`config.mk`:
```
export PLATFORM = sky130hd
export DESIGN_NAME = spi_target
export DESIGN_NICKNAME = d
export VERILOG_FILES = /design/src/verilog/spi_pkg.sv /design/src/verilog/spi_xfer_if.sv /design/src/verilog/byte_fifo.sv /design/src/verilog/spi_layer.sv /design/src/verilog/spi_pin_sync.sv /design/src/verilog/spi_shifter.sv /design/src/verilog/spi_target.sv
export SDC_FILE = /design/constraint.sdc
export NUM_CORES = 1
export LEC_CHECK = 0
export BUFFER_PORTS_ARGS = -buffer_cell sky130_fd_sc_hd__buf_4
export CORE_MARGIN = 1
export CORE_UTILIZATION = 27
export DETAILED_ROUTE_END_ITERATION = 8
export PLACE_DENSITY = 0.37
export RECOVER_POWER = 100
export SLEW_MARGIN = 30
export SYNTH_ARGS = -nofsm -noshare
export SYNTH_HDL_FRONTEND = slang
export SYNTH_SLANG_ARGS = --single-unit
```
`constraint.sdc`:
```
create_clock -name clock -period 2.5 [get_ports clock]
set_clock_uncertainty 0.1 [all_clocks]
set_input_delay 0.375 -clock clock [delete_from_list [all_inputs] [get_ports clock]]
set_output_delay 0.375 -clock clock [all_outputs]
set_load 0.005 [all_outputs]
```
`src/verilog/spi_pkg.sv`:
```
`default_nettype none

package spi_pkg;

  // One SPI data byte, MSB first on the wire
  typedef logic [7:0] byte_t;

  // Transaction FSM of the top level
  typedef enum logic [1:0] {
    ST_FILL = 2'd0,  // Prime the Tx FIFO with the status byte
    ST_IDLE = 2'd1,  // Wait for the first received byte
    ST_XFER = 2'd2   // Frame in progress
  } target_state_e;

  // Source of the byte being shifted out on MISO
  typedef enum logic {
    PH_HEADER = 1'b0,  // Fixed header byte
    PH_DATA   = 1'b1   // Bytes popped from the Tx FIFO
  } shift_phase_e;

endpackage

`default_nettype wire

```
`src/verilog/spi_xfer_if.sv`:
```
`default_nettype none

// Byte-level link between the transaction FSM and the SPI layer
interface spi_xfer_if;

  logic           cyc;      // Frame active
  logic           get;      // Tx FIFO has room
  logic           wat;      // Rx FIFO empty
  spi_pkg::byte_t rx_data;  // Rx FIFO head

  logic           rdy;      // Tx byte offered
  spi_pkg::byte_t tx_data;  // Offered Tx byte
  logic           ack;      // Pop the Rx FIFO

  // Transaction FSM side
  modport target (
    input  cyc,
    input  get,
    input  wat,
    input  rx_data,
    output rdy,
    output tx_data,
    output ack
  );

  // SPI layer side
  modport layer (
    output cyc,
    output get,
    output wat,
    output rx_data,
    input  rdy,
    input  tx_data,
    input  ack
  );

endinterface

`default_nettype wire
```
`src/verilog/byte_fifo.sv`:
```
`default_nettype none

module byte_fifo #(
  parameter int BYTES = 16  // Depth in bytes as a power of two
) (
  input  wire             clock,
  input  wire             reset,
  input  wire             push_i,
  input  wire  spi_pkg::byte_t data_i,
  input  wire             pop_i,
  output spi_pkg::byte_t  data_o,   // First-word fall-through head
  output logic            empty_o,
  output logic            full_o
);

  localparam int AW = $clog2(BYTES);

  // Byte storage
  spi_pkg::byte_t mem [BYTES];

  // Pointers carry one wrap bit above the address
  logic [AW:0] wr_ptr, rd_ptr;
  logic [AW:0] level;

  assign level   = wr_ptr - rd_ptr;
  assign empty_o = (wr_ptr == rd_ptr);
  assign full_o  = (wr_ptr[AW] != rd_ptr[AW]) &&
                   (wr_ptr[AW-1:0] == rd_ptr[AW-1:0]);
  assign data_o  = mem[rd_ptr[AW-1:0]];

  // ----------------------------------------------------------
  // Pointer update
  // ----------------------------------------------------------
  always_ff @(posedge clock) begin
    if (reset) begin
      wr_ptr <= '0;
      rd_ptr <= '0;
    end else begin
      if (push_i) begin
        wr_ptr <= wr_ptr + 1'b1;
      end
      if (pop_i) begin
        rd_ptr <= rd_ptr + 1'b1;  // Head moves on next cycle
      end
    end
  end

  always_ff @(posedge clock) begin
    if (push_i) begin
      mem[wr_ptr[AW-1:0]] <= data_i;
    end
  end

  // ----------------------------------------------------------
  // Checks
  // ----------------------------------------------------------
  // Callers gate their strobes with the flags
  a_no_push_full: assert property (
    @(posedge clock) disable iff (reset) push_i |-> !full_o
  ) else $error("byte_fifo push while full");

  a_no_pop_empty: assert property (
    @(posedge clock) disable iff (reset) pop_i |-> !empty_o
  ) else $error("byte_fifo pop while empty");

  // Occupancy never passes the depth
  a_level: assert property (
    @(posedge clock) disable iff (reset) level <= (AW + 1)'(BYTES)
  ) else $error("byte_fifo occupancy out of range");

endmodule

`default_nettype wire

```
`src/verilog/spi_layer.sv`:
```
`default_nettype none

module spi_layer #(
  parameter spi_pkg::byte_t HEADER = 8'ha7,
  parameter int             BYTES  = 16
) (
  input  wire        clock,
  input  wire        reset,
  spi_xfer_if.layer  xfer,
  input  wire        sck_i,
  input  wire        ssel_i,
  input  wire        mosi_i,
  output logic       miso_o,
  output logic       overflow_o,   // Sticky, Rx byte dropped
  output logic       underrun_o    // Sticky, zero byte sent
);

  // Pin side
  logic sck_rise, sck_fall, frame_start, ssel_active, mosi_bit;

  // Tx FIFO
  logic           tx_push, tx_pop, tx_empty, tx_full;
  spi_pkg::byte_t tx_head;

  // Rx FIFO
  logic           rx_valid, rx_push, rx_empty, rx_full;
  spi_pkg::byte_t rx_byte;

  logic underrun_pulse;

  // ----------------------------------------------------------
  // Pins to shifter
  // ----------------------------------------------------------
  spi_pin_sync sync_i (
    .clock         (clock),
    .reset         (reset),
    .sck_i         (sck_i),
    .ssel_i        (ssel_i),
    .mosi_i        (mosi_i),
    .sck_rise_o    (sck_rise),
    .sck_fall_o    (sck_fall),
    .frame_start_o (frame_start),
    .ssel_active_o (ssel_active),
    .mosi_bit_o    (mosi_bit)
  );

  spi_shifter #(
    .HEADER (HEADER)
  ) shifter_i (
    .clock         (clock),
    .reset         (reset),
    .sck_rise_i    (sck_rise),
    .sck_fall_i    (sck_fall),
    .frame_start_i (frame_start),
    .ssel_active_i (ssel_active),
    .mosi_bit_i    (mosi_bit),
    .tx_empty_i    (tx_empty),
    .tx_data_i     (tx_head),
    .tx_pop_o      (tx_pop),
    .rx_valid_o    (rx_valid),
    .rx_data_o     (rx_byte),
    .underrun_o    (underrun_pulse),
    .miso_o        (miso_o)
  );

  // ----------------------------------------------------------
  // FIFOs
  // ----------------------------------------------------------
  assign tx_push = xfer.rdy & ~tx_full;
  assign rx_push = rx_valid & ~rx_full;  // Byte lost when full

  byte_fifo #(
    .BYTES (BYTES)
  ) tx_fifo_i (
    .clock   (clock),
    .reset   (reset),
    .push_i  (tx_push),
    .data_i  (xfer.tx_data),
    .pop_i   (tx_pop),
    .data_o  (tx_head),
    .empty_o (tx_empty),
    .full_o  (tx_full)
  );

  byte_fifo #(
    .BYTES (BYTES)
  ) rx_fifo_i (
    .clock   (clock),
    .reset   (reset),
    .push_i  (rx_push),
    .data_i  (rx_byte),
    .pop_i   (xfer.ack),
    .data_o  (xfer.rx_data),
    .empty_o (rx_empty),
    .full_o  (rx_full)
  );

  // Link status toward the transaction FSM
  assign xfer.cyc = ssel_active;
  assign xfer.get = ~tx_full;
  assign xfer.wat = rx_empty;

  // Sticky error flags, only reset clears them
  always_ff @(posedge clock) begin
    if (reset) begin
      overflow_o <= 1'b0;
      underrun_o <= 1'b0;
    end else begin
      if (rx_valid && rx_full) begin
        overflow_o <= 1'b1;
      end
      if (underrun_pulse) begin
        underrun_o <= 1'b1;
      end
    end
  end

endmodule

`default_nettype wire

```
`src/verilog/spi_pin_sync.sv`:
```
`default_nettype none

module spi_pin_sync (
  input  wire  clock,
  input  wire  reset,
  input  wire  sck_i,
  input  wire  ssel_i,
  input  wire  mosi_i,
  output logic sck_rise_o,     // One-cycle pulse per SCK rise in a frame
  output logic sck_fall_o,     // One-cycle pulse per SCK fall in a frame
  output logic frame_start_o,  // One-cycle pulse when SSEL goes low
  output logic ssel_active_o,  // Frame in progress
  output logic mosi_bit_o      // MOSI aligned with the edge pulses
);

  logic sck_meta, sck_sync, sck_prev;
  logic ssel_meta, ssel_sync;
  logic mosi_meta, mosi_sync;

  // ----------------------------------------------------------
  // Two-flop synchronizers and edge detection
  // ----------------------------------------------------------
  always_ff @(posedge clock) begin
    if (reset) begin
      sck_meta      <= 1'b0;  // SCK idles low in mode 0
      sck_sync      <= 1'b0;
      sck_prev      <= 1'b0;
      ssel_meta     <= 1'b1;  // SSEL idles high
      ssel_sync     <= 1'b1;
      sck_rise_o    <= 1'b0;
      sck_fall_o    <= 1'b0;
      frame_start_o <= 1'b0;
      ssel_active_o <= 1'b0;
    end else begin
      sck_meta  <= sck_i;
      sck_sync  <= sck_meta;
      sck_prev  <= sck_sync;
      ssel_meta <= ssel_i;
      ssel_sync <= ssel_meta;

      // Edges only count inside a frame
      sck_rise_o    <= sck_sync & ~sck_prev & ~ssel_sync;
      sck_fall_o    <= ~sck_sync & sck_prev & ~ssel_sync;
      // Previous active level still low => SSEL just fell
      frame_start_o <= ~ssel_sync & ~ssel_active_o;
      ssel_active_o <= ~ssel_sync;
    end
  end

  // One extra stage keeps MOSI in step with the registered edge pulses
  always_ff @(posedge clock) begin
    mosi_meta  <= mosi_i;
    mosi_sync  <= mosi_meta;
    mosi_bit_o <= mosi_sync;
  end

endmodule

`default_nettype wire

```
`src/verilog/spi_shifter.sv`:
```
`default_nettype none

module spi_shifter #(
  parameter spi_pkg::byte_t HEADER = 8'ha7
) (
  input  wire             clock,
  input  wire             reset,
  input  wire             sck_rise_i,
  input  wire             sck_fall_i,
  input  wire             frame_start_i,
  input  wire             ssel_active_i,
  input  wire             mosi_bit_i,
  input  wire             tx_empty_i,
  input  wire  spi_pkg::byte_t tx_data_i,
  output logic            tx_pop_o,     // Take the Tx FIFO head
  output logic            rx_valid_o,   // One-cycle strobe per complete byte
  output spi_pkg::byte_t  rx_data_o,
  output logic            underrun_o,   // Pulse when there is nothing to send
  output logic            miso_o
);

  logic [2:0]            bit_cnt;   // Rises seen in the current byte
  spi_pkg::byte_t        rx_shift;
  spi_pkg::byte_t        tx_shift;
  logic                  byte_edge;

  // In mode 0 the fall after the eighth rise closes a byte,
  // so the next byte goes out from there
  assign byte_edge  = sck_fall_i && (bit_cnt == 3'd0);
  assign tx_pop_o   = byte_edge & ~tx_empty_i;
  assign underrun_o = byte_edge & tx_empty_i;

  assign rx_data_o  = rx_shift;  // Holds the full byte while rx_valid is up

  // Header MSB appears in the frame_start cycle itself
  assign miso_o = frame_start_i ? HEADER[7] :
                  ssel_active_i ? tx_shift[7] : 1'b0;

  // ----------------------------------------------------------
  // Bit counter and Rx strobe
  // ----------------------------------------------------------
  always_ff @(posedge clock) begin
    if (reset) begin
      bit_cnt    <= 3'd0;
      rx_valid_o <= 1'b0;
    end else begin
      rx_valid_o <= 1'b0;
      if (frame_start_i) begin
        bit_cnt <= 3'd0;  // Drops any partial byte of the last frame
      end else if (sck_rise_i) begin
        bit_cnt    <= bit_cnt + 3'd1;
        rx_valid_o <= (bit_cnt == 3'd7);  // Eighth rise
      end
    end
  end

  // ----------------------------------------------------------
  // Shift registers
  // ----------------------------------------------------------
  always_ff @(posedge clock) begin
    if (frame_start_i) begin
      tx_shift <= HEADER;
    end else if (byte_edge) begin
      tx_shift <= tx_empty_i ? 8'h00 : tx_data_i;  // Zero fill on underrun
    end else if (sck_fall_i) begin
      tx_shift <= {tx_shift[6:0], 1'b0};
    end

    if (sck_rise_i) begin
      rx_shift <= {rx_shift[6:0], mosi_bit_i};  // MSB first
    end
  end

  // Received bytes only come out while SSEL is low
  a_rx_in_frame: assert property (
    @(posedge clock) disable iff (reset) rx_valid_o |-> ssel_active_i
  ) else $error("spi_shifter rx_valid outside a frame");

endmodule

`default_nettype wire

```
`src/verilog/spi_target.sv`:
```
`default_nettype none

module spi_target #(
  parameter spi_pkg::byte_t HEADER = 8'ha7,  // First byte of every frame
  parameter int             BYTES  = 16      // Depth of each FIFO
) (
  input  wire             clock,
  input  wire             reset,
  input  wire  spi_pkg::byte_t status_i,

  // Error flags
  output logic            overflow_o,
  output logic            underrun_o,

  // Byte stream in, sent to the master
  input  wire             s_tvalid_i,
  output logic            s_tready_o,
  input  wire             s_tlast_i,   // No framing use here
  input  wire  spi_pkg::byte_t s_tdata_i,

  // Byte stream out, received from the master
  output logic            m_tvalid_o,
  input  wire             m_tready_i,
  output logic            m_tlast_o,
  output spi_pkg::byte_t  m_tdata_o,

  // SPI pins
  input  wire             sck_i,
  input  wire             ssel_i,
  input  wire             mosi_i,
  output logic            miso_o
);

  spi_pkg::target_state_e state;

  spi_xfer_if xfer ();

  // ----------------------------------------------------------
  // Stream mapping
  // ----------------------------------------------------------
  // Status byte goes first, the stream waits until it is in
  assign xfer.rdy     = (state == spi_pkg::ST_FILL) || s_tvalid_i;
  assign xfer.tx_data = (state == spi_pkg::ST_FILL) ? status_i : s_tdata_i;
  assign s_tready_o   = xfer.get && (state != spi_pkg::ST_FILL);

  assign m_tvalid_o = ~xfer.wat;
  assign xfer.ack   = m_tready_i & ~xfer.wat;
  assign m_tlast_o  = 1'b0;  // Frames carry no packet boundary
  assign m_tdata_o  = xfer.rx_data;

  // ----------------------------------------------------------
  // Transaction FSM
  // ----------------------------------------------------------
  always_ff @(posedge clock) begin
    if (reset) begin
      state <= spi_pkg::ST_FILL;
    end else begin
      case (state)
        spi_pkg::ST_FILL: begin
          if (xfer.get) begin
            state <= spi_pkg::ST_IDLE;  // Status byte pushed this cycle
          end
        end
        spi_pkg::ST_IDLE: begin
          if (xfer.cyc && !xfer.wat) begin
            state <= spi_pkg::ST_XFER;  // First byte from the master
          end
        end
        spi_pkg::ST_XFER: begin
          // Frame over and Rx side drained, prime again
          if (!xfer.cyc && xfer.wat) begin
            state <= spi_pkg::ST_FILL;
          end
        end
        default: begin
          state <= spi_pkg::ST_FILL;
        end
      endcase
    end
  end

  spi_layer #(
    .HEADER (HEADER),
    .BYTES  (BYTES)
  ) layer_i (
    .clock      (clock),
    .reset      (reset),
    .xfer       (xfer.layer),
    .sck_i      (sck_i),
    .ssel_i     (ssel_i),
    .mosi_i     (mosi_i),
    .miso_o     (miso_o),
    .overflow_o (overflow_o),
    .underrun_o (underrun_o)
  );

  a_state_legal: assert property (
    @(posedge clock) disable iff (reset)
    state inside {spi_pkg::ST_FILL, spi_pkg::ST_IDLE, spi_pkg::ST_XFER}
  ) else $error("spi_target FSM in an illegal state");

endmodule

`default_nettype wire

```
Word-level counts from Yosys, hierarchy flattened
Memory sizes are Yosys's and may differ from the RTL's. A register that Yosys moved wholly into a read port is not among the register bits.
Cells that the tools add are included.
Widths: inputs -> output; s select.
- bits in registers: 56
- memory bits (writable): 256
- input port bits: 24
- logic and storage cells: 96
- memories kept: 2
- memory list (name ; words ; width ; read ports ; clocked after Yosys merged registers in ; write ports ; line ; source):
    layer_i.rx_fifo_i.mem ; 16 ; 8 ; 1 ; 1 ; 1 ; byte_fifo.sv:19 ; spi_pkg::byte_t mem [BYTES];
    layer_i.tx_fifo_i.mem ; 16 ; 8 ; 1 ; 1 ; 1 ; byte_fifo.sv:19 ;
- add/sub/neg operators: 5
- equal/unequal tests: 12
- multiplexer cells: 18
- bitwise operators: 19
- reduce and logical (&&, ||, !) cells: 17
- operator list (operator ; number):
    $mux 8 ; 4
    $add 5x1->5 const B ; 4
    $mux 4 ; 4
    $and 1x1->1 ; 10
    $eq 5x5->1 ; 2
    $not 1->1 ; 9
    $eq 4x4->1 ; 2
    $logic_and 1x1->1 ; 7
    $mux 1 ; 6
    $mux 2 ; 3
    $ne 2x2->1 const B ; 3
    $pmux 2 s3 ; 1
    $reduce_bool 2->1 ; 2
    $add 3x1->3 const B ; 1
    $eq 3x3->1 const B ; 1
    $logic_not 3->1 ; 1
    $reduce_and 3->1 ; 1
    $reduce_or 3->1 ; 1
    $eq 2x1->1 const B ; 1
    $eq 2x2->1 const B ; 1
    $logic_not 1->1 ; 2
    $logic_not 2->1 ; 1
    $ne 1x1->1 ; 2
    $reduce_or 2->1 ; 1
    $logic_or 1x1->1 ; 1

Logic depth before layout (Yosys ltp)
Gate-level depths: netlist of the first run.
- word-level depth: 6
- gate-level depth with buffers: 7
- gate-level depth less buffers: 7

Modules after synthesis
From an unflattened synthesis of the first run, not the netlist that was laid out.
- cell total of the unflattened synthesis: 685
- area total of the unflattened synthesis: 12635.9 sq um
- modules (own cells, without submodules) (module ; times used ; cells each ; area each (sq um)):
    byte_fifo ; 2 ; 279 ; 5594.1
    spi_shifter ; 1 ; 73 ; 844.6
    spi_pin_sync ; 1 ; 21 ; 301.5
    spi_target ; 1 ; 24 ; 226.5
    spi_layer ; 1 ; 9 ; 75.1

Worst setup path after synthesis of the first run
No wires, ideal clock.
- path kind: register to output
- start: reg (tool-made name)
- end: out m_tdata_o[0]
- arrival time: 1.590 ns
- required time: 2.025 ns
- setup slack: 0.435 ns
- stages on the path, launching flop included: 5
- buffers on the path: 2
- cell sequence: dfxtp_1 > buf_6 > buf_6 > mux4_1 > mux4_2
- RTL lines (item ; line ; source):
    end: declaration ; spi_target.sv:25 ; output spi_pkg::byte_t m_tdata_o,

==> flow_summary.ini, run 1 <==
[sta]
drv_slew = 0
finalCritPeriodShare_pct = 112.1
finalSetupTns_ps = -2191
tightest_slew_ps = 801.0
fmax_mhz = 356.9
rsz0062_at_grt = yes
hold_viol_final = 0
min_period_ps = 2802
setup_violations = 9
setup_slack_ps = -301.8
slew_headroom_pct = 46.52

[die]
rows = 78
fp.dieH_microns = 218.3
core_sq_mm = 0.04577
start_util_pct = 27.59
boundaryPins = 38
die_w_microns = 218.3
die_area_sq_mm = 0.04765

[cts]
cts-root-buf = clkbuf_16
cts_tree = yes
clk_latency_ps = 530
cts.sinks = 320
clockBufferDepth = 3
clk_pin_slew_ps = 60
htreeDepth = 2
numCtsBuffers = 37

[synth]
synthArstFlopShare_pct = 0
synthAdderAreaFrac_pct = 1.288
ys_dominant_reg_cell = edfxtp_1
synth-simple-area-share_pct = 5.439
netlist_area_sq_mm = 0.01263
synth_xor_area_share_pct = 1.803
synth_seq_cells = 320
synth_top_family_by_area = multiplexers
ys_types = 48
synth-edff-count = 264
synthesis.nets = 710
synth_cells = 673
synth_mux_area_share_pct = 15.47
synth.avg_cell_area_sq_um = 18.77
seq_area_frac_synth_pct = 71.65
synth_compound_area_share_pct = 2.388
yosys_warnings = 0

[global_route]
grt_pass1_vias = 6715
track_usage_pct = 12.39
busiest_layer = met2
antenna_found_initial = 0
grt_util_met1_pct = 15.34
grt_pass1_wl_microns = 42970
grt_overflow = 0
grtUsageMet2_pct = 21.35
use_met3_pct = 2.797
grt_max_degree = 42

[power_and_ir_drop]
p_leak_nw = 4.916
finalPower_mw = 11.34
peakVddDrop_mv = 0.4827
powerDensity_mw_per_mm2 = 757.9

[status]
status = finished, violations left
violations = setup timing

[placement]
gp_congestion = 0.6983
io_buffers = 35
dp.cells = 1316
hpwl_microns = 17710
placedInstanceArea_sq_mm = 0.01383

[cells_and_area]
syn_to_final_growth_pct = 18.51
register_area_sq_mm = 0.009056
post-route-cell-area_sq_mm = 0.01497
multi_input_area_sq_mm = 0.003314
nFillCells = 4365
layout-drive-gt1-share_pct = 26.52
antenna_cells = 0
nNetsFinal = 797
instances_no_fill = 1388

[detailed_routing]
drtIter0Drc = 403
ant_nets = 0
wl_microns = 28430
vias_per_cell = 4.465
num_vias = 6198
drc_errors = 0
wl_per_cell_microns = 20.48
firstDrtPassIters = 6

[setup_path]
worstSetupPathType = register to output port
r2r_slack_ps = 30
arrival_ps = 2330
end_kind = output port
cp.required_ps = 2030
critPathMaxFanout = 7
start_kind = register
reg2reg_to = layer_i.shifter_i.tx_shift[5]
ff2ff_path_depth = 6

[min_path]
worstHoldStart = m_tready_i
hold_class = input port to register
holdPathStages = 3

[job]
cap_violations = 0
[worst max-delay path by stage]
stage               startpoint            to  cells past startpoint
global placement      register  m_tdata_o[1]                      4
CTS                   register  m_tdata_o[6]                      5
finish                register  m_tdata_o[3]                      5
floorplan             register  m_tdata_o[0]                      4
detailed placement    register  m_tdata_o[1]                      4
global route          register  m_tdata_o[6]                      5
[placed cells by master (no fill, tap or decap), drive strengths merged, types with 7 or more instances in the layout]
master	n
clkinv	11
nand3	10
mux2i	10
and3	26
dfxtp	56
nand2	7
o21ai	12
inv	11
clkbuf	84
edfxtp	264
nor2b	15
o211ai	8
mux2	15
nor3	9
mux4	72
nor2	43
ha	13
xnor2	13
a21oi	14
buf	46
xor2	13
[critical path, cell delays in order (launching register included)]
cell	delay (ps)
dfxtp_4	410
buf_12	150
buf_12	120
mux4_2	500
mux4_2	480
buf_6	130
[synth_stat cells (6+ instances only)]
master / instances / area share [%]
nand3_1: 10 / 0.40
inv_1: 8 / 0.24
nor3_1: 9 / 0.36
and3_1: 26 / 1.3
o211ai_1: 7 / 0.42
mux4_2: 55 / 9.8
dfxtp_1: 56 / 8.9
mux2i_1: 10 / 0.79
a21oi_1: 14 / 0.55
mux2_2: 15 / 1.3
nor2_1: 42 / 1.2
ha_1: 13 / 1.3
nor2b_1: 15 / 0.74
buf_6: 6 / 0.53
mux4_1: 17 / 3.5
nand2_1: 7 / 0.21
buf_2: 6 / 0.24
o21ai_0: 10 / 0.40
clkbuf_1: 8 / 0.24
xnor2_1: 13 / 0.90
xor2_1: 13 / 0.90
edfxtp_1: 264 / 63
[power by group]
part	leakage, nW	switching (mW)	total (mW)	internal (mW)
Clock	0.585	2.13	5.16	3.03
Combinational	1.49	0.195	0.315	0.120
Sequential	2.84	0.0346	5.87	5.84
Total	4.92	2.36	11.3	8.99
[cells by family after synthesis]
kind of cell               count (synthesis)
buffers and inverters                     41
DFF                                      320
and+or+nand+nor                          128
other                                      1
xor gates and xnor gates                  26
AOI/OAI and AO/OA                         47
muxes                                     97
adders and majority gates                 13
[cell type report]
class / count / share of cell area, %
sequential: 320 / 60.51
multi-input combinational: 312 / 22.15
clock buffer: 52 / 7.240
tap: 600 / 5.016
timing repair buffer: 81 / 4.314
clock inverter: 15 / 0.5768
inverter: 8 / 0.2006
[metrics by stage]
stage	utilization [%]	setup WS (ps)	hold slack (ps)
2_1_floorplan	-	435.4	209.6
3_3_place_gp	30.21	139.8	226.1
3_5_place_dp	30.22	144.4	225.0
4_1_cts	33.03	-368.8	43.27
5_1_grt	32.70	-399.1	67.77
6_report	32.70	-301.8	77.76
[registers in the layout, indices dropped and copies added (netlist names), 2 cells and up, named ones only]
name	flops
layer_i.tx_fifo_i.rd_ptr	5
layer_i.tx_fifo_i.mem	128
layer_i.shifter_i.bit_cnt	3
layer_i.shifter_i.tx_shift	8
layer_i.rx_fifo_i.wr_ptr	5
state	2
layer_i.rx_fifo_i.mem	128
layer_i.tx_fifo_i.wr_ptr	5
layer_i.shifter_i.rx_data_o	8
layer_i.rx_fifo_i.rd_ptr	5
[what timing repair did]
action                                  in CTS  in global routing
hold endpoints to repair                     3                  0
gates cloned                                 1                  0
endpoints found under the setup margin       8                  9
resized for setup                           11                  5
hold buffers                                 3                  0
buffers inserted                             2                  0
[routing by layer]
metal | up-vias | wire length (microns)
li1 | 2857 | -
met3 | 42 | 924
met4 | 0 | 659
met2 | 79 | 14300
met5 | - | 0
met1 | 3220 | 12540
No activity file was read; power rests on OpenSTA's default activity.
==> run 2, diff against run 1 <==
--- a/config.mk
+++ b/config.mk
@@ -7,9 +7,9 @@
 export LEC_CHECK = 0
 export BUFFER_PORTS_ARGS = -buffer_cell sky130_fd_sc_hd__buf_4
 export CORE_MARGIN = 1
-export CORE_UTILIZATION = 27
+export CORE_UTILIZATION = 40
 export DETAILED_ROUTE_END_ITERATION = 8
-export PLACE_DENSITY = 0.37
+export PLACE_DENSITY = 0.51
 export RECOVER_POWER = 100
 export SLEW_MARGIN = 30
 export SYNTH_ARGS = -nofsm -noshare
==> run 2 against run 1 <==
- the flow still finishes with violations (setup timing)
- sequential power barely moved
- sequential share of layout area rose by 1.6 points
- cell count fell by 16%
- count of clock-buffer cells in the layout fell by 2
- first-iteration DRC count rose by 9.9%
- via count fell by 2.1%
- total power fell by 2.4%
==> flow_summary.ini, run 2 (same netlist as run 1, synthesis figures left out) <==
[sta]
finalSetupTns_ps = -1887
min_period_ps = 2764
setup_slack_ps = -264.2
drv_slew = 0
fmax_mhz = 361.8
rsz0062_at_grt = yes
tightest_slew_ps = 1016
finalCritPeriodShare_pct = 110.6
setup_violations = 8
hold_viol_final = 0
slew_headroom_pct = 32.11

[global_route]
grt_pass1_wl_microns = 37800
antenna_found_initial = 0
grt_max_degree = 42
track_usage_pct = 15.38
grt_pass1_vias = 6427
grt_overflow = 0

[power_and_ir_drop]
p_comb_share_pct = 2.7
seqPwrFrac_pct = 53.0
peakVddDrop_mv = 0.5089
p_clk_share_pct = 44.3
power.switching_mw = 2.183
switching_share_pct = 19.71
p_leak_nw = 4.806
intPower_mw = 8.894
powerDensity_mw_per_mm2 = 759.5

[detailed_routing]
num_vias = 6065
wl_per_cell_microns = 20.33
drtIter0Drc = 443
firstDrtPassIters = 6
ant_nets = 0
wl_microns = 23760
vias_per_cell = 5.188
drc_errors = 0

[job]
cap_violations = 0

[status]
status = finished, violations left
violations = setup timing

[cts]
clk_latency_ps = 510
clk_pin_slew_ps = 60
cts.sinks = 320
cts-root-buf = clkbuf_16
cts_tree = yes
clockBufferDepth = 3
htreeDepth = 2
numCtsBuffers = 36

[die]
boundaryPins = 38
core_sq_mm = 0.03083
rows = 64
die_area_sq_mm = 0.03229
die_w_microns = 179.7
start_util_pct = 40.97
fp.dieH_microns = 179.7

[setup_path]
arrival_ps = 2290
start_kind = register
reg2reg_to = layer_i.shifter_i.tx_shift[5]
r2r_slack_ps = 160
end_kind = output port
ff2ff_path_depth = 6
cp.required_ps = 2030
worstSetupPathType = register to output port
critPathMaxFanout = 5

[cells_and_area]
nNetsFinal = 784
layout-drive-gt1-share_pct = 24.06
final_common_cell = edfxtp_1
final_cell_mix = 264 x edfxtp_1, 60 x mux4_2, 52 x dfxtp_1
post-route-cell-area_sq_mm = 0.01458
antenna_cells = 0
syn_to_final_growth_pct = 15.47

[min_path]
hold_class = input port to register
holdPathStages = 3
worstHoldStart = m_tready_i

[placement]
placedInstanceArea_sq_mm = 0.01344
hpwl_microns = 15540
io_buffers = 35
pre_cts_slack_ps = 171.8
gp_congestion = 0.7520
-- run 2: changes by cell type in the layout (fill, tap and decap cells not counted), sizes merged --
cell,delta
clkinvlp,-1
inv,-1
clkbuf,-10
buf,-4
bufinv,+1
-- run 2: how the worst max path moves through the flow --
stage | from | endpoint | cells past startpoint
floorplan | register | m_tdata_o[0] | 4
detailed placement | register | m_tdata_o[1] | 4
global placement | register | m_tdata_o[1] | 4
CTS | register | m_tdata_o[5] | 5
finish | register | m_tdata_o[5] | 5
global route | register | m_tdata_o[5] | 5
-- run 2: metal layers --
metal,up-vias,track usage (%),routed length (microns)
met5,-,0,0
met2,124,26.36,12090
met3,44,2.573,743
met1,3054,19.78,10260
met4,0,5.517,664
li1,2843,-,-
-- run 2: final cells by class --
type,count,area (sq um)
multi-input combinational,312,3299
clock buffer,50,1015
tap,396,495.5
fill,2605,16250
clock inverter,14,102.6
inverter,8,30.03
timing repair buffer,69,585.6
sequential,320,9056
-- run 2: per-stage QoR --
| step | utilization (%) | power, mW | std cells | hold slack, ps |
|---|---|---|---|---|
| after floorplan | - | 6.158 | 673 | 209.6 |
| after global placement | 43.58 | 6.283 | 1099 | 223.8 |
| after detailed placement | 43.60 | 6.300 | 1099 | 219.4 |
| after CTS | 47.58 | 11.23 | 1169 | 76.00 |
| after global routing | 47.31 | 11.46 | 1169 | 104.1 |
| final | 47.31 | 11.08 | 1169 | 97.14 |
-- run 2: critical path, cell delays in order (launching register included) --
cell     delay [ps]
dfxtp_4         390
buf_12          130
buf_16          120
mux4_2          480
mux4_2          510
buf_6           140
-- run 2: power by group through the flow --
| stage | sequential (mW) | combinational (mW) | clock (mW) |
|---|---|---|---|
| after global routing | 5.88 | 0.335 | 5.25 |
| after CTS | 5.87 | 0.322 | 5.04 |
| after floorplan | 5.97 | 0.191 | 0 |
| after detailed placement | 5.98 | 0.317 | 0 |
| after global placement | 5.98 | 0.305 | 0 |
| final | 5.87 | 0.302 | 4.90 |
-- run 2: what timing repair did --
item                       in CTS  in global routing
hold buffers                    3                  0
setup endpoints to repair       8                  9
pin swaps                       0                  0
resized for setup              14                  3
buffers inserted                1                  0
cloned                          2                  0
hold endpoints to repair        3                  0
==> run 3, diff against run 2 <==
--- a/config.mk
+++ b/config.mk
@@ -14,4 +14,5 @@
 export SLEW_MARGIN = 30
 export SYNTH_ARGS = -nofsm -noshare
 export SYNTH_HDL_FRONTEND = slang
+export SYNTH_HIERARCHICAL = 1
 export SYNTH_SLANG_ARGS = --single-unit
==> run 3 against run 2 <==
- the flow finishes with violations (capacitance limit, slew limit, setup timing)
- total power shrank 1.7%
- critical endpoint unchanged
- sequential power hardly changed
- largest cell class unchanged
- combinational power about the same
- synthesized cell count is 1.8% higher
- die area about the same
- sequential share of layout area is 0.48 points lower
- global-route usage grew 0.28 points
- register-to-register slack about the same
- via count rose by 2.3%
- area after synthesis barely moved
==> flow_summary.ini, run 3 <==
[sta]
setup_violations = 8
hold_viol_final = 0
slew_headroom_pct = -8.568
tightest_slew_ps = 1629
whs_ps = 227.9
drv_slew = 40
rsz0062_at_grt = yes
finalCritPeriodShare_pct = 103.8
setup_slack_ps = -96.14
min_period_ps = 2596
fmax_mhz = 385.2

[die]
start_util_pct = 40.99
rows = 64
die_area_sq_mm = 0.03230
core_sq_mm = 0.03083
die_w_microns = 179.7
fp.dieH_microns = 179.7
boundaryPins = 38

[cells_and_area]
post-route-util_pct = 47.65
layout-drive-gt1-share_pct = 23.29
syn_to_final_growth_pct = 16.27
antenna_cells = 0
nNetsFinal = 802
final_common_cell = edfxtp_1
nFillCells = 2558
post-route-cell-area_sq_mm = 0.01469
final_cell_mix = 264 x edfxtp_1, 55 x dfxtp_1, 49 x mux4_2

[detailed_routing]
ant_nets = 0
firstDrtPassIters = 4
num_vias = 6205
wl_microns = 24930
vias_per_cell = 5.232
drc_errors = 0
wl_per_cell_microns = 21.02
drtIter0Drc = 427

[power_and_ir_drop]
powerDensity_mw_per_mm2 = 741.3
power.switching_mw = 2.128
intPower_mw = 8.763
p_leak_nw = 4.895
finalPower_mw = 10.89
p_comb_share_pct = 2.8
p_clk_share_pct = 43.3
peakVddDrop_mv = 0.4416
switching_share_pct = 19.54
seqPwrFrac_pct = 53.9

[setup_path]
reg2reg_to = layer_i/rx_fifo_i/mem[4][0]
start_kind = register
crit_buf_inv = 2
reg2reg_from = layer_i/rx_fifo_i/wr_ptr[2]
r2r_slack_ps = 150
crit_family = multiplexers
critPathMaxFanout = 8
ff2ff_path_depth = 7
worstSetupPathType = register to output port
cp.required_ps = 2030
critPathSlowestCell = mux4_2
cp_slowest_stage_delay_ps = 510
end_kind = output port
arrival_ps = 2120
cp_cell_sequence = buf_12 > mux4_2 > a22oi_2 > nand2_1 > buf_4

[cts]
clk_pin_slew_ps = 60
cts_tree = yes
numCtsBuffers = 35
cts.sinks = 320
clockBufferDepth = 3
htreeDepth = 2
clk_latency_ps = 490
cts-root-buf = clkbuf_16

[global_route]
grt_pass1_wl_microns = 38200
track_usage_pct = 15.66
grt_max_degree = 40
antenna_found_initial = 0
grt_overflow = 0
grt_pass1_vias = 6423

[placement]
placedInstanceArea_sq_mm = 0.01353
gp_congestion = 0.7352
io_buffers = 35
hpwl_microns = 15620

[job]
cap_violations = 1

[synth]
synth-edff-count = 264
ys_dominant_reg_cell = edfxtp_1
synth_compound_area_share_pct = 2.436
synth_xor_area_share_pct = 1.871
yosysTopAreaCellShare_pct = 62.74
synth_top_family_by_area = multiplexers
synthAdderAreaFrac_pct = 1.287
synth_mux_area_share_pct = 13.43
ys_types = 43
synth_cells = 685
synthesis.nets = 722
synth.most_common_cell = edfxtp_1
synth-simple-area-share_pct = 7.159
yosys_warnings = 6
synthArstFlopShare_pct = 0
synthTopCellsByArea = edfxtp_1 63%, dfxtp_1 8.9%, mux4_2 6.4%, mux4_1 5.8%, a22oi_1 1.9%
netlist_area_sq_mm = 0.01264
synthTopCellsByCount = 264 x edfxtp_1, 56 x dfxtp_1, 36 x mux4_2, 36 x nor2_1
synth_top_area_cell = edfxtp_1
synth_seq_cells = 320
seq_area_frac_synth_pct = 71.61
synth.avg_cell_area_sq_um = 18.45

[min_path]
worstHoldStart = layer_i/sync_i/mosi_meta
hold_end = layer_i/sync_i/mosi_sync
hold_class = register to register
holdPathStages = 0

[status]
status = finished, violations left
violations = capacitance limit, slew limit, setup timing
[run 3: layout make-up]
type	instances	area [sq um]	area share, %
flip-flops and latches	320	9052	61.62
multi-input cells	321	3331	22.67
clock buffers	51	1008	6.864
repair buffers	75	696.9	4.744
well taps	396	495.5	3.373
clock inverters	11	62.56	0.4258
inverters	12	45.04	0.3066
[run 3: logic make-up after synthesis]
group           after synthesis
compound gates               41
xor+xnor                     27
fa+ha+maj                    13
buf+inv                      44
flops                       320
mux                          78
other cells                   1
simple gates                161
[run 3: power by group through the flow]
stage / Clock [mW] / Sequential [mW] / Combinational (mW)
finish: 4.72 / 5.87 / 0.302
global route: 5.05 / 5.88 / 0.336
CTS: 4.84 / 5.87 / 0.320
detailed placement: 0 / 5.98 / 0.316
global placement: 0 / 5.98 / 0.302
floorplan: 0 / 5.97 / 0.185
[run 3: routing by layer]
metal	share of wire [%]	global-route usage (%)
met2	46	24.23
met4	1.1	3.310
met1	47	23.25
met5	0	0
met3	5.5	2.735
[run 3: metrics by stage]
stage | TNS (ps) | instances | setup slack, ps
after floorplan | 0 | 685 | 254.5
after detailed placement | 0 | 1117 | 168.6
after global routing | -2866 | 1186 | -160.8
final | -412.4 | 1186 | -96.14
after CTS | -741.0 | 1184 | -118.6
after global placement | 0 | 1117 | 208.9
[run 3: how the worst max path moves through the flow]
stage                                startpoint                      endpoint  slack (ps)  cells past startpoint
finish                                 register                  m_tdata_o[5]        -100                      5
global route                           register                  m_tdata_o[5]        -160                      5
CTS                                    register                  m_tdata_o[5]        -120                      5
detailed placement  layer_i/tx_fifo_i/wr_ptr[2]  layer_i/tx_fifo_i/mem[15][5]         170                      6
global placement                       register                  m_tdata_o[5]         210                      5
floorplan           layer_i/rx_fifo_i/wr_ptr[2]   layer_i/rx_fifo_i/mem[3][0]         250                      8
[run 3: timing repair]
action / CTS / global route
hold buffers: 3 / 0
pin swaps: 5 / 8
endpoints found under the setup margin: 8 / 17
setup buffers: 0 / 1
cloned: 2 / 1
gates resized for setup: 24 / 11
endpoints found under the hold margin: 3 / 0
